## src/include/decode_consts.svh

```systemverilog
// Queue depth, downstream credit count and word width macros
`ifndef DECODE_CONSTS_SVH
`define DECODE_CONSTS_SVH

// Instruction queue entries, also the upstream credit count
`define INSTR_QUEUE_DEPTH 4

// Slots offered by the execute side after reset
`define DOWNSTREAM_CREDITS 4

// Instruction and data word width
`define WORD_WIDTH 16

`endif
```

## src/design/flowPkg.sv

```systemverilog
// Sequencer state enum and credit count type
`include "decode_consts.svh"

package flowPkg;

    // Issue sequencer states
    typedef enum logic {
        RUN,    // Issuing whenever a word and a credit are there
        HALTED  // Parked after HALT until resume
    } seqState_t;

    // Wide enough for the larger of queue depth and downstream credits
    typedef logic [$clog2(
        ((`INSTR_QUEUE_DEPTH > `DOWNSTREAM_CREDITS) ?
            `INSTR_QUEUE_DEPTH : `DOWNSTREAM_CREDITS) + 1) - 1:0] creditCount_t;

endpackage

```

## src/design/isaPkg.sv

```systemverilog
// ISA types for words, opcodes, ALU codes and select fields, plus opcode extraction
`include "decode_consts.svh"

package isaPkg;

    // Raw instruction word as fetched
    typedef logic [`WORD_WIDTH-1:0] instrWord_t;

    // Top five bits of the word
    typedef logic [4:0] opcode_t;

    // ALU operation code, mostly the opcode itself
    typedef logic [4:0] aluOp_t;

    // Bit 2 is signed, bits 1:0 give size
    // Size 0 is 5 bits, 1 is 8 bits, 2 is 11 bits
    typedef logic [2:0] immSel_t;

    // 0 Rs, 1 Rd of R format, 2 R7, 3 Rd of I format
    typedef logic [1:0] destRegSel_t;

    // 0 none, 1 LBI, 2 link
    typedef logic [1:0] linkSel_t;

    // Extended immediate and datapath word
    typedef logic [`WORD_WIDTH-1:0] dataWord_t;

    // Opcode sits in the top five bits of every format
    function automatic opcode_t opcodeOf(input instrWord_t word);
        return word[`WORD_WIDTH-1 -: 5];
    endfunction

endpackage

```

## src/design/ctrlIf.sv

```systemverilog
// Decoded control bundle interface with decoder and consumer modports
`timescale 1ns/1ps

interface ctrlIf;
    import isaPkg::*;

    logic        regWrite;    // Register file write
    destRegSel_t destRegSel;  // Write register choice
    logic        regJump;     // Target from Rs plus immediate
    logic        memEnable;   // Data memory access
    logic        memWrite;    // Data memory store
    logic        memToReg;    // Write back load data
    logic        aluImm;      // ALU B operand is the immediate
    aluOp_t      aluOp;       // ALU operation
    immSel_t     immSel;      // Immediate size and sign
    linkSel_t    linkSel;     // Link or LBI write back
    logic        isBranch;    // Jump or branch group
    logic        isHalt;      // HALT opcode
    logic        siic;        // SIIC opcode
    logic        rti;         // RTI, treated as NOP

    // Combinational producer side
    modport decoder (
        output regWrite, destRegSel, regJump, memEnable, memWrite, memToReg,
               aluImm, aluOp, immSel, linkSel, isBranch, isHalt, siic, rti
    );

    // Issue side; immSel is used by the extender before issue
    modport consumer (
        input regWrite, destRegSel, regJump, memEnable, memWrite, memToReg,
              aluImm, aluOp, linkSel, isBranch, isHalt, siic, rti
    );

endinterface

```

## src/design/controlDecoder.sv

```systemverilog
// Combinational opcode decoder driving the control bundle
`timescale 1ns/1ps

module controlDecoder (
    input  isaPkg::opcode_t opcode,  // Top bits of the head word
    ctrlIf.decoder          ctrl
);
    import isaPkg::*;

    localparam aluOp_t aluAddi = 5'b01000;  // Address add for jumps, loads, stores
    localparam aluOp_t aluNop  = 5'b00001;

    always_comb begin
        // Baseline is a harmless no-write bundle
        ctrl.regWrite   = 1'b0;
        ctrl.destRegSel = 2'b11;       // Rd-I
        ctrl.regJump    = 1'b0;
        ctrl.memEnable  = 1'b0;
        ctrl.memWrite   = 1'b0;
        ctrl.memToReg   = 1'b0;        // ALU result to register
        ctrl.aluImm     = 1'b1;
        ctrl.aluOp      = opcode;      // Pass through by default
        ctrl.immSel     = 3'b100;      // Signed 5 bits
        ctrl.linkSel    = 2'b00;
        ctrl.isBranch   = 1'b0;
        ctrl.isHalt     = 1'b0;
        ctrl.siic       = 1'b0;
        ctrl.rti        = 1'b0;

        casez (opcode)
            5'b000??: begin  // Special group, no state change
                ctrl.regWrite  = 1'b0;
                ctrl.memEnable = 1'b0;
                ctrl.memWrite  = 1'b0;
                case (opcode[1:0])
                    2'b00: ctrl.isHalt = 1'b1;  // HALT
                    2'b01: ctrl.aluOp  = opcode;  // NOP
                    2'b10: ctrl.siic   = 1'b1;  // SIIC
                    default: begin  // RTI behaves as NOP
                        ctrl.rti   = 1'b1;
                        ctrl.aluOp = aluNop;
                    end
                endcase
            end
            5'b010??, 5'b101??: begin  // I-format 1 arithmetic and logic
                ctrl.regWrite   = 1'b1;
                ctrl.destRegSel = 2'b11;  // Rd-I
                ctrl.aluImm     = 1'b1;
                ctrl.immSel     = opcode[1] ? 3'b000 : 3'b100;  // Logic ops zero extend
            end
            5'b1000?: begin  // ST and LD
                ctrl.aluOp     = aluAddi;  // Effective address
                ctrl.aluImm    = 1'b1;
                ctrl.immSel    = 3'b100;
                ctrl.memEnable = 1'b1;
                if (opcode[0]) begin  // LD
                    ctrl.regWrite = 1'b1;
                    ctrl.memToReg = 1'b1;
                end else begin  // ST
                    ctrl.memWrite = 1'b1;
                end
            end
            5'b10011: begin  // STU stores and updates Rs
                ctrl.aluOp      = aluAddi;
                ctrl.aluImm     = 1'b1;
                ctrl.immSel     = 3'b100;
                ctrl.memEnable  = 1'b1;
                ctrl.memWrite   = 1'b1;
                ctrl.regWrite   = 1'b1;
                ctrl.destRegSel = 2'b00;  // Rs
            end
            5'b11001, 5'b1101?, 5'b111??: begin  // R format, LBI excluded
                ctrl.regWrite   = 1'b1;
                ctrl.destRegSel = 2'b01;  // Rd-R
                ctrl.aluImm     = 1'b0;   // Register operand
                ctrl.immSel     = 3'b000;
            end
            5'b011??: begin  // Conditional branches
                ctrl.immSel     = 3'b101;  // Signed 8 bits
                ctrl.isBranch   = 1'b1;
                ctrl.aluImm     = 1'b0;    // ALU tests Rs
                ctrl.destRegSel = 2'b00;
            end
            5'b11000: begin  // LBI
                ctrl.immSel     = 3'b101;  // Signed 8 bits
                ctrl.linkSel    = 2'b01;
                ctrl.regWrite   = 1'b1;
                ctrl.destRegSel = 2'b00;   // Rs
            end
            5'b10010: begin  // SLBI shifts Rs and ors in the byte
                ctrl.immSel     = 3'b001;  // Unsigned 8 bits
                ctrl.regWrite   = 1'b1;
                ctrl.destRegSel = 2'b00;   // Rs
            end
            5'b001??: begin  // J, JR, JAL, JALR
                ctrl.destRegSel = 2'b10;    // R7 for link
                ctrl.aluOp      = aluAddi;
                ctrl.isBranch   = 1'b1;
                ctrl.regJump    = opcode[0];  // JR and JALR use Rs
                ctrl.immSel     = opcode[0] ? 3'b101 : 3'b110;  // 8 or 11 bits signed
                if (opcode[1]) begin  // Linking forms
                    ctrl.linkSel  = 2'b10;
                    ctrl.regWrite = 1'b1;
                end
            end
        endcase
    end

endmodule

```

## src/design/creditCounter.sv

```systemverilog
// Downstream credit counter, down on issue and up on credit return
`timescale 1ns/1ps
`include "decode_consts.svh"

module creditCounter (
    input  logic                  clk,
    input  logic                  reset,
    input  logic                  consume,    // Bundle issued
    input  logic                  restore,    // Receiver freed a slot
    output flowPkg::creditCount_t available
);
    import isaPkg::*;
    import flowPkg::*;

    localparam creditCount_t maxCredits = creditCount_t'(`DOWNSTREAM_CREDITS);

    always_ff @(posedge clk) begin
        if (reset) begin
            available <= maxCredits;  // Receiver starts empty
        end else begin
            case ({consume, restore})
                2'b10:   available <= available - 1'b1;
                2'b01:   available <= available + 1'b1;
                default: available <= available;  // Both cancel out
            endcase
        end
    end

    // Receiver never returns more slots than it offered
    assert property (@(posedge clk) disable iff (reset) available <= maxCredits)
        else $error("creditCounter: credit count above initial value");

    // Sequencer must hold a credit before issuing
    assert property (@(posedge clk) disable iff (reset) consume |-> available != '0)
        else $error("creditCounter: issue with no credit");

endmodule

```

## src/design/decodeUnit.sv

```systemverilog
// Decode stage top wiring queue, decoder, extender, credit counter and sequencer
`timescale 1ns/1ps

module decodeUnit (
    input  logic                clk,
    input  logic                reset,
    input  logic                inValid,
    input  isaPkg::instrWord_t  inInstr,
    output logic                inCredit,
    output logic                outValid,
    output logic                regWrite,
    output isaPkg::destRegSel_t destRegSel,
    output logic                regJump,
    output logic                memEnable,
    output logic                memWrite,
    output logic                memToReg,
    output logic                aluImm,
    output isaPkg::aluOp_t      aluOp,
    output isaPkg::linkSel_t    linkSel,
    output logic                isBranch,
    output logic                siic,
    output logic                rti,
    output isaPkg::dataWord_t   outImmediate,
    input  logic                outCredit,
    input  logic                resume,
    output logic                halted
);
    import isaPkg::*;
    import flowPkg::*;

    logic         queueEmpty;
    instrWord_t   headWord;          // Word being decoded
    logic         pop;
    dataWord_t    immediate;         // Extended head immediate
    creditCount_t creditsAvailable;

    ctrlIf ctrlBus ();  // Decoder to sequencer bundle

    instrQueue queue (
        .clk(clk), .reset(reset),
        .pushValid(inValid), .pushWord(inInstr),
        .pop(pop), .empty(queueEmpty), .headWord(headWord),
        .credit(inCredit)
    );

    controlDecoder decoder (.opcode(opcodeOf(headWord)), .ctrl(ctrlBus.decoder));

    immExtender extender (.instr(headWord), .immSel(ctrlBus.immSel), .immediate(immediate));

    creditCounter credits (
        .clk(clk), .reset(reset),
        .consume(pop), .restore(outCredit), .available(creditsAvailable)
    );

    issueSequencer sequencer (
        .clk(clk), .reset(reset),
        .ctrl(ctrlBus.consumer), .immediate(immediate),
        .queueEmpty(queueEmpty), .creditsAvailable(creditsAvailable),
        .resume(resume), .pop(pop), .outValid(outValid),
        .regWrite(regWrite), .destRegSel(destRegSel), .regJump(regJump),
        .memEnable(memEnable), .memWrite(memWrite), .memToReg(memToReg),
        .aluImm(aluImm), .aluOp(aluOp), .linkSel(linkSel), .isBranch(isBranch),
        .siic(siic), .rti(rti), .outImmediate(outImmediate), .halted(halted)
    );

endmodule

```

## src/design/immExtender.sv

```systemverilog
// Immediate field select with sign or zero extension to a full word
`timescale 1ns/1ps
`include "decode_consts.svh"

module immExtender (
    input  isaPkg::instrWord_t instr,
    input  isaPkg::immSel_t    immSel,     // Signed bit and size code
    output isaPkg::dataWord_t  immediate
);
    import isaPkg::*;

    logic signExt;  // Replicate the field's top bit
    logic fillBit;  // Value of the upper bits

    assign signExt = immSel[2];

    always_comb begin
        case (immSel[1:0])
            2'd0: begin  // 5 bit field
                fillBit   = signExt & instr[4];
                immediate = {{(`WORD_WIDTH - 5){fillBit}}, instr[4:0]};
            end
            2'd1: begin  // 8 bit field
                fillBit   = signExt & instr[7];
                immediate = {{(`WORD_WIDTH - 8){fillBit}}, instr[7:0]};
            end
            default: begin  // 11 bit displacement
                fillBit   = signExt & instr[10];
                immediate = {{(`WORD_WIDTH - 11){fillBit}}, instr[10:0]};
            end
        endcase
    end

endmodule

```

## src/design/instrQueue.sv

```systemverilog
// Circular instruction FIFO returning one upstream credit per pop
`timescale 1ns/1ps
`include "decode_consts.svh"

module instrQueue (
    input  logic               clk,
    input  logic               reset,
    input  logic               pushValid,  // Fetch side word strobe
    input  isaPkg::instrWord_t pushWord,
    input  logic               pop,        // Head consumed by the sequencer
    output logic               empty,
    output isaPkg::instrWord_t headWord,
    output logic               credit      // One-cycle upstream credit
);
    import isaPkg::*;

    localparam int depth      = `INSTR_QUEUE_DEPTH;
    localparam int ptrWidth   = (depth > 1) ? $clog2(depth) : 1;
    localparam int countWidth = $clog2(depth + 1);

    instrWord_t            mem [depth];  // Word storage
    logic [ptrWidth-1:0]   rdPtr;        // Head slot
    logic [ptrWidth-1:0]   wrPtr;        // Next free slot
    logic [countWidth-1:0] count;        // Occupancy
    logic                  full;

    assign empty    = (count == '0);
    assign full     = (count == countWidth'(depth));
    assign headWord = mem[rdPtr];  // Visible right after the push edge

    always_ff @(posedge clk) begin
        if (pushValid) begin
            mem[wrPtr] <= pushWord;  // Storage, no reset
        end
    end

    always_ff @(posedge clk) begin
        if (reset) begin
            rdPtr  <= '0;
            wrPtr  <= '0;
            count  <= '0;
            credit <= 1'b0;
        end else begin
            credit <= pop;  // Slot freed, hand it back next cycle
            if (pushValid) begin
                wrPtr <= (wrPtr == ptrWidth'(depth - 1)) ? '0 : wrPtr + 1'b1;  // Wrap
            end
            if (pop) begin
                rdPtr <= (rdPtr == ptrWidth'(depth - 1)) ? '0 : rdPtr + 1'b1;  // Wrap
            end
            case ({pushValid, pop})
                2'b10:   count <= count + 1'b1;
                2'b01:   count <= count - 1'b1;
                default: count <= count;  // Idle or both
            endcase
        end
    end

    // Fetch side must hold a credit for every word it sends
    assert property (@(posedge clk) disable iff (reset) pushValid |-> !full)
        else $error("instrQueue: push while full");

    // Sequencer may only issue a word that is there
    assert property (@(posedge clk) disable iff (reset) pop |-> !empty)
        else $error("instrQueue: pop while empty");

endmodule

```

## src/design/issueSequencer.sv

```systemverilog
// Run and halt FSM issuing decoded bundles through output registers
`timescale 1ns/1ps

module issueSequencer (
    input  logic                  clk,
    input  logic                  reset,
    ctrlIf.consumer               ctrl,
    input  isaPkg::dataWord_t     immediate,
    input  logic                  queueEmpty,
    input  flowPkg::creditCount_t creditsAvailable,
    input  logic                  resume,        // Leave HALTED
    output logic                  pop,           // Issue strobe, also consumes a credit
    output logic                  outValid,
    output logic                  regWrite,
    output isaPkg::destRegSel_t   destRegSel,
    output logic                  regJump,
    output logic                  memEnable,
    output logic                  memWrite,
    output logic                  memToReg,
    output logic                  aluImm,
    output isaPkg::aluOp_t        aluOp,
    output isaPkg::linkSel_t      linkSel,
    output logic                  isBranch,
    output logic                  siic,
    output logic                  rti,
    output isaPkg::dataWord_t     outImmediate,
    output logic                  halted
);
    import isaPkg::*;
    import flowPkg::*;

    seqState_t state;
    seqState_t nextState;
    logic      issue;

    assign issue  = (state == RUN) && !queueEmpty && (creditsAvailable != '0);
    assign pop    = issue;
    assign halted = (state == HALTED);

    always_comb begin
        nextState = state;
        case (state)
            RUN:     if (issue && ctrl.isHalt) nextState = HALTED;  // HALT itself goes out
            HALTED:  if (resume) nextState = RUN;
            default: nextState = RUN;
        endcase
    end

    always_ff @(posedge clk) begin
        if (reset) begin
            state    <= RUN;
            outValid <= 1'b0;
        end else begin
            state    <= nextState;
            outValid <= issue;  // Single-cycle valid per bundle
        end
    end

    always_ff @(posedge clk) begin
        if (issue) begin  // Payload capture, qualified by outValid
            regWrite     <= ctrl.regWrite;
            destRegSel   <= ctrl.destRegSel;
            regJump      <= ctrl.regJump;
            memEnable    <= ctrl.memEnable;
            memWrite     <= ctrl.memWrite;
            memToReg     <= ctrl.memToReg;
            aluImm       <= ctrl.aluImm;
            aluOp        <= ctrl.aluOp;
            linkSel      <= ctrl.linkSel;
            isBranch     <= ctrl.isBranch;
            siic         <= ctrl.siic;
            rti          <= ctrl.rti;
            outImmediate <= immediate;
        end
    end

    // Stray resume while running is ignored unless HALT goes out that cycle
    assert property (@(posedge clk) disable iff (reset)
        (state == RUN && resume && !(issue && ctrl.isHalt)) |=> state == RUN)
        else $error("issueSequencer: resume changed state while running");

endmodule

```

## config.mk

```make
export PLATFORM = sky130hd
export DESIGN_NAME = decodeUnit
export DESIGN_NICKNAME = d
export VERILOG_FILES = /design/src/design/flowPkg.sv /design/src/design/isaPkg.sv /design/src/design/ctrlIf.sv /design/src/design/controlDecoder.sv /design/src/design/creditCounter.sv /design/src/design/decodeUnit.sv /design/src/design/immExtender.sv /design/src/design/instrQueue.sv /design/src/design/issueSequencer.sv
export VERILOG_INCLUDE_DIRS = /design/src /design/src/include
export SDC_FILE = /design/constraint.sdc
export NUM_CORES = 1
export LEC_CHECK = 0
export ABC_AREA = 1
export BUFFER_PORTS_ARGS = -buffer_cell sky130_fd_sc_hd__buf_2
export CORE_AREA = 2 2 98 100
export CTS_CLUSTER_SIZE = 24
export DETAILED_ROUTE_END_ITERATION = 8
export DIE_AREA = 0 0 100 102
export PLACE_DENSITY = 0.69
export REMOVE_ABC_BUFFERS = 1
export SLEW_MARGIN = 10
export SYNTH_ARGS = -nofsm -noshare
export SYNTH_HDL_FRONTEND = slang
export SYNTH_SLANG_ARGS = --single-unit
```

## constraint.sdc

```tcl
create_clock -name clk -period 6.14 [get_ports clk]
set_input_delay 0.307 -clock clk [delete_from_list [all_inputs] [get_ports clk]]
set_output_delay 0.307 -clock clk [all_outputs]
set_load 0.02 [all_outputs]
```

## Word level (Yosys, flattened, before mapping)

Memory sizes are Yosys's and may differ from the RTL's. A register that Yosys moved wholly into a read port is not among the register bits.
Index checks and enable logic that the tools add are counted.

- Bits in registers: 46
- Bits in writable memories: 64
- Logic and storage cells: 103
- Memories: 1

Memory list:

| memory | words | width | read ports | clocked after memory_dff | write ports | RTL line | text |
|---|---|---|---|---|---|---|---|
| queue.mem | 4 | 16 | 1 | 1 | 1 | instrQueue.sv:21 | `instrWord_t mem [depth];` |

- $add $sub $neg: 6
- Eq/ne operators: 20
- Mux-type cells: 32
- Bitwise operators: 4
- Reductions and logical operators: 21

Operators with widths:

| cell | number |
|---|---|
| $pmux 16 s2 | 1 |
| $eq 5x5->1 const B | 4 |
| $pmux 3 s5 | 1 |
| $mux 1 | 14 |
| $mux 2 | 6 |
| $pmux 3 s2 | 2 |
| $eq 2x2->1 const B | 5 |
| $pmux 5 s2 | 1 |
| $reduce_or 3->1 | 3 |
| $eq 2x1->1 const B | 4 |
| $eq 4x4->1 const B | 2 |
| $reduce_or 2->1 | 4 |
| $reduce_or 4->1 | 2 |
| $reduce_or 8->1 | 1 |
| $add 3x1->3 const B | 2 |
| $eq 3x2->1 const B | 2 |
| $eq 3x3->1 const B | 2 |
| $logic_not 3->1 | 2 |
| $pmux 2 s3 | 1 |
| $sub 3x1->3 const B | 2 |
| $mux 5 | 1 |
| $add 2x1->2 const B | 2 |
| $logic_not 2->1 | 2 |
| $pmux 1 s2 | 2 |
| 10 further kinds | 15 |

## Longest topological paths before layout

- Word-level depth: 7
- Gate-level depth with buffers: 13

## Modules after synthesis

A second synthesis with hierarchy kept.

- Cell total of the unflattened synthesis: 383
- Area total of the unflattened synthesis: 4644.5 µm²

By module, submodules not included:

| module | times used | cells each | area each (µm²) | seq. area each (µm²) |
|---|---|---|---|---|
| instrQueue | 1 | 215 | 2834.0 | 2122.0 |
| issueSequencer | 1 | 47 | 1113.6 | 1061.0 |
| controlDecoder | 1 | 66 | 341.6 | 0.0 |
| immExtender | 1 | 33 | 190.2 | 0.0 |
| creditCounter | 1 | 22 | 165.2 | 60.1 |

## Least setup slack after synthesis

Ideal clock, no wire load.

- Path type: register -> register
- From: register credits.available[0]
- To: register queue.count[2]
- Library setup time: 122 ps
- Data arrival time: 2426 ps
- Slack: 3592 ps
- Cell stages (with the launch flop): 12
- Path buffers: 0
- Cell sequence: dfxtp_1 > inv_1 > a21oi_1 > nand2_1 > inv_1 > ha_1 > inv_1 > fa_1 > a21oi_1 > o21ai_0 > o21ai_0 > a21oi_1

- Cells in the longest elaborated chain, start to end: 4
- Elaborated cells on any way between the ends: 6
- Classes of those cells: eq/ne: 2; mux: 1; reduce/logical: 3

Ends and longest elaborated chain:

| item | RTL line | text |
|---|---|---|
| from (decl) | creditCounter.sv:10 | `output flowPkg::creditCount_t available` |
| from (signal assigned) | creditCounter.sv:19 | `available <= maxCredits;` |
| from (signal assigned) | creditCounter.sv:22 | `2'b10: available <= available - 1'b1;` |
| from (signal assigned) | creditCounter.sv:23 | `2'b01: available <= available + 1'b1;` |
| $reduce_bool 3->1 (*) | issueSequencer.sv:36 | `assign issue = (state == RUN) && !queueEmpty && (creditsAvailable != '0);` |
| $logic_and 1x1->1 (*) | issueSequencer.sv:36 |  |
| net credits.consume | creditCounter.sv:8 | `input logic consume,` |
| $eq 2x1->1 / $eq 2x2->1 (equally long branches) | instrQueue.sv:51 | `case ({pushValid, pop})` |
| $pmux 3 s2 / $reduce_bool 2->1 (equally long branches) | -- |  |
| to (signal assigned) | instrQueue.sv:52 | `2'b10: count <= count + 1'b1;` |
| to (signal assigned) | instrQueue.sv:53 | `2'b01: count <= count - 1'b1;` |
| to (signal assigned) | instrQueue.sv:54 | `default: count <= count;` |
| to (decl) | instrQueue.sv:24 | `logic [countWidth-1:0] count;` |

Mark *: on every way through the listed nets, which the timed path passes. The rest lies on a longest branch.
A chain may end at the register's enable or synchronous reset.

==> summary.txt <==
result of the run = finished, final reports clean
pin count of the biggest net entering global routing = 35
startpoint type of the worst setup path = register
peak ir drop on the vdd network = 0.238 mV
Clk pin slew, worst setup/hold paths = 0.12 ns
adder-cell area share of the yosys netlist = 2.87%
Worst-Margin Slew = 1.06 ns
most common cell after layout, fill and taps aside = edfxtp_1
clock latency of the later-clocked register in the worst-skew pair = 0.37 ns
static leakage = 1.99 nW
Critical Path Sink Type = register
remaining antenna violation count = 0
overall routing resource usage = 16.2%
Post-CTS Repair Setup Buffers = 0
final estimated routing congestion in global placement = 0.917
clock tree skew after final layout = 0.0178 ns
final global-route overflow total = 0
path category of the worst min-delay check = in2reg
Critical Setup Path Class = reg2reg
max_slew headroom = 29.5%
CTS Root Buffer Type = clkbuf_8
count of pins over their slew limit = 0
number of DRC violations after detailed routing = 0
multiplexer share of the synthesized area = 0%
setup repair after global routing missed its margin = false
area used by sequential logic in the layout = 3100 sq um
area occupied by multi-input gates = 1160 sq um
clock buffer count from CTS = 9
effective utilization at floorplan = 48.8%
dpl ws = 3.13 ns
CORE AREA = 9110 sq um
compound-gate portion of the synthesized area = 7.99%
TritonCTS clock tree = built
area added between synthesis and finish = 12.3%
synthesized area per cell = 12.4 sq um
count of maximum capacitance violations = 0
Hold WS = 0.133 ns
cell count after placement = 515
TritonRoute pass-1 iters = 5
initial antenna violation count = 0
simple logic cell fraction of the synthesized area = 15.2%
floorplan die area = 10200 sq um
width of the die = 100 microns
Setup Total Neg Slack = 0 ns
Yosys warnings = 0
Detailed Route Iter0 Violations = 234
register area share after synthesis = 69.7%
count of cells resized by post-cts repair = 0
share of post-route cells with drive strength above 1 = 24.8%
slack of the critical path = 3.15 ns
total number of placement rows = 35
global-route wire length before repair = 12.5 mm
Syn Inst Count = 360
share of the synthesized netlist area taken by xor and xnor gates = 0%
count of antenna diodes in the layout = 0
Max Clock Freq = 334 MHz
number of clock sinks = 108
Seq cells post-synth = 108
Post-Route WL = 7.83 mm
hold violation total from the final report = 0
combinational family with the most area after synthesis = simple AND/OR/NAND/NOR gates
boundary pin count = 58
number of different library cells in the post-synthesis netlist = 32
vias in the first global route = 2554
count of vias placed by the detailed router = 2692
Final Critical Period = 2.99 ns
ratio of total power to cell area = 549 nW/um^2
post-synthesis instance area = 4450 sq um
maximum count of clock buffers along a single path = 2
critical path fanouts, max = 33
number of nets at the end of the flow = 445
commonest cells after routing, fill and taps aside = 94 x edfxtp_1, 57 x buf_2, 55 x nand2_1
worst hold path cell count = 1
Port Buf Inserts = 57
overall power after layout = 2.74 mW
Die Y-Extent = 102 microns
data arrival time of the critical path = 3.12 ns
depth of the worst register-to-register path = 11
drt via density = 5.07
quantity of hold-fixing buffers added after cts = 0
post-route non-filler standard cell count = 531
Routed WL per cell = 14.7 microns
final count of negative-setup-slack endpoints = 0
critical path required time = 6.27 ns
crit share post-route = 48.7%
# fillers = 782
H-tree depth = 3
HPWL reported at the end of detailed placement = 5.11 mm
path summary, 6_finish.rpt:
kind                                                   to           start  slack, ns
worst max-delay path            sequencer.outImmediate[8]        register       3.15
worst min register to register             queue.count[0]  queue.count[0]       0.47
worst max register to register  sequencer.outImmediate[8]        register       3.15
worst min-delay path                      queue.mem[0][5]      inInstr[5]       0.13
through the flow:
stage | cell area, sq um | util [%]
after floorplan | 4370 | -
after global placement | 4800 | 52.7
after detailed placement | 4800 | 52.7
after CTS | 5000 | 54.9
after global routing | 5000 | 54.9
final | 5000 | 54.9
layout make-up:
| type | instances | share of cell area, % |
|---|---|---|
| inverter | 28 | 2.10 |
| timing repair buffer | 58 | 5.86 |
| sequential | 108 | 62.1 |
| multi-input combinational | 210 | 23.2 |
| clock buffer | 9 | 2.48 |
| tap | 111 | 2.78 |
| clock inverter | 7 | 1.53 |
state kept, by name, summed over array words and instances (netlist names), 2 cells and up, named ones only:
signal,flops
sequencer.linkSel,2
queue.count,3
sequencer.destRegSel,2
sequencer.outImmediate,12
credits.available,3
queue.wrPtr,2
queue.rdPtr,2
sequencer.aluOp,5
queue.mem,64
layer usage:
layer	vias to the layer above	share of wire (%)	global-route usage, %
li1	1365	-	-
met1	1247	47	21.5
met2	72	48	26.1
met3	8	4.0	4.17
met4	0	1.3	6.22
met5	-	0	0
synth_stat cells, drive strengths merged:
master	instances	area share (%)
edfxtp	94	63
nand2	68	6.8
nor2	43	4.4
o21ai	34	4.0
inv	28	2.4
nand3	22	3.3
a21oi	15	1.7
dfxtp	14	6.3
o22ai	9	1.3
buf	8	1.4
ha	7	2.0
clkbuf	6	0.51
a32o	2	0.45
fa	2	0.90
nor3	2	0.22
nand3b	1	0.17
nand4	1	0.14
o211a	1	0.22
o21bai	1	0.17
o41ai	1	0.20
or2	1	0.14
report_power, final:
part           switching, mW  leakage, nW  internal [mW]
Sequential            0.0918        0.999           1.06
Combinational          0.809        0.892          0.358
Clock                  0.264        0.103          0.162
Total                   1.16         1.99           1.58
cell families (layout without fill, tap and decap cells):
group | count (synthesis) | after routing
adders and majority gates | 9 | 9
AOI/OAI and AO/OA | 63 | 63
DFF | 108 | 108
and+or+nand+nor | 138 | 138
buffers and inverters | 42 | 102
critical path: stages (launching register included):
cell,delay (ns)
dfxtp_1,1.03
inv_2,0.52
nand2_1,0.17
nand3_1,0.12
nand2_4,0.15
inv_2,0.08
nor2_2,0.21
nand2_4,0.10
nand3_1,0.09
nand2_2,0.09
nand3_2,0.10
nand3_1,0.09
(Power assumes the default switching activity.)
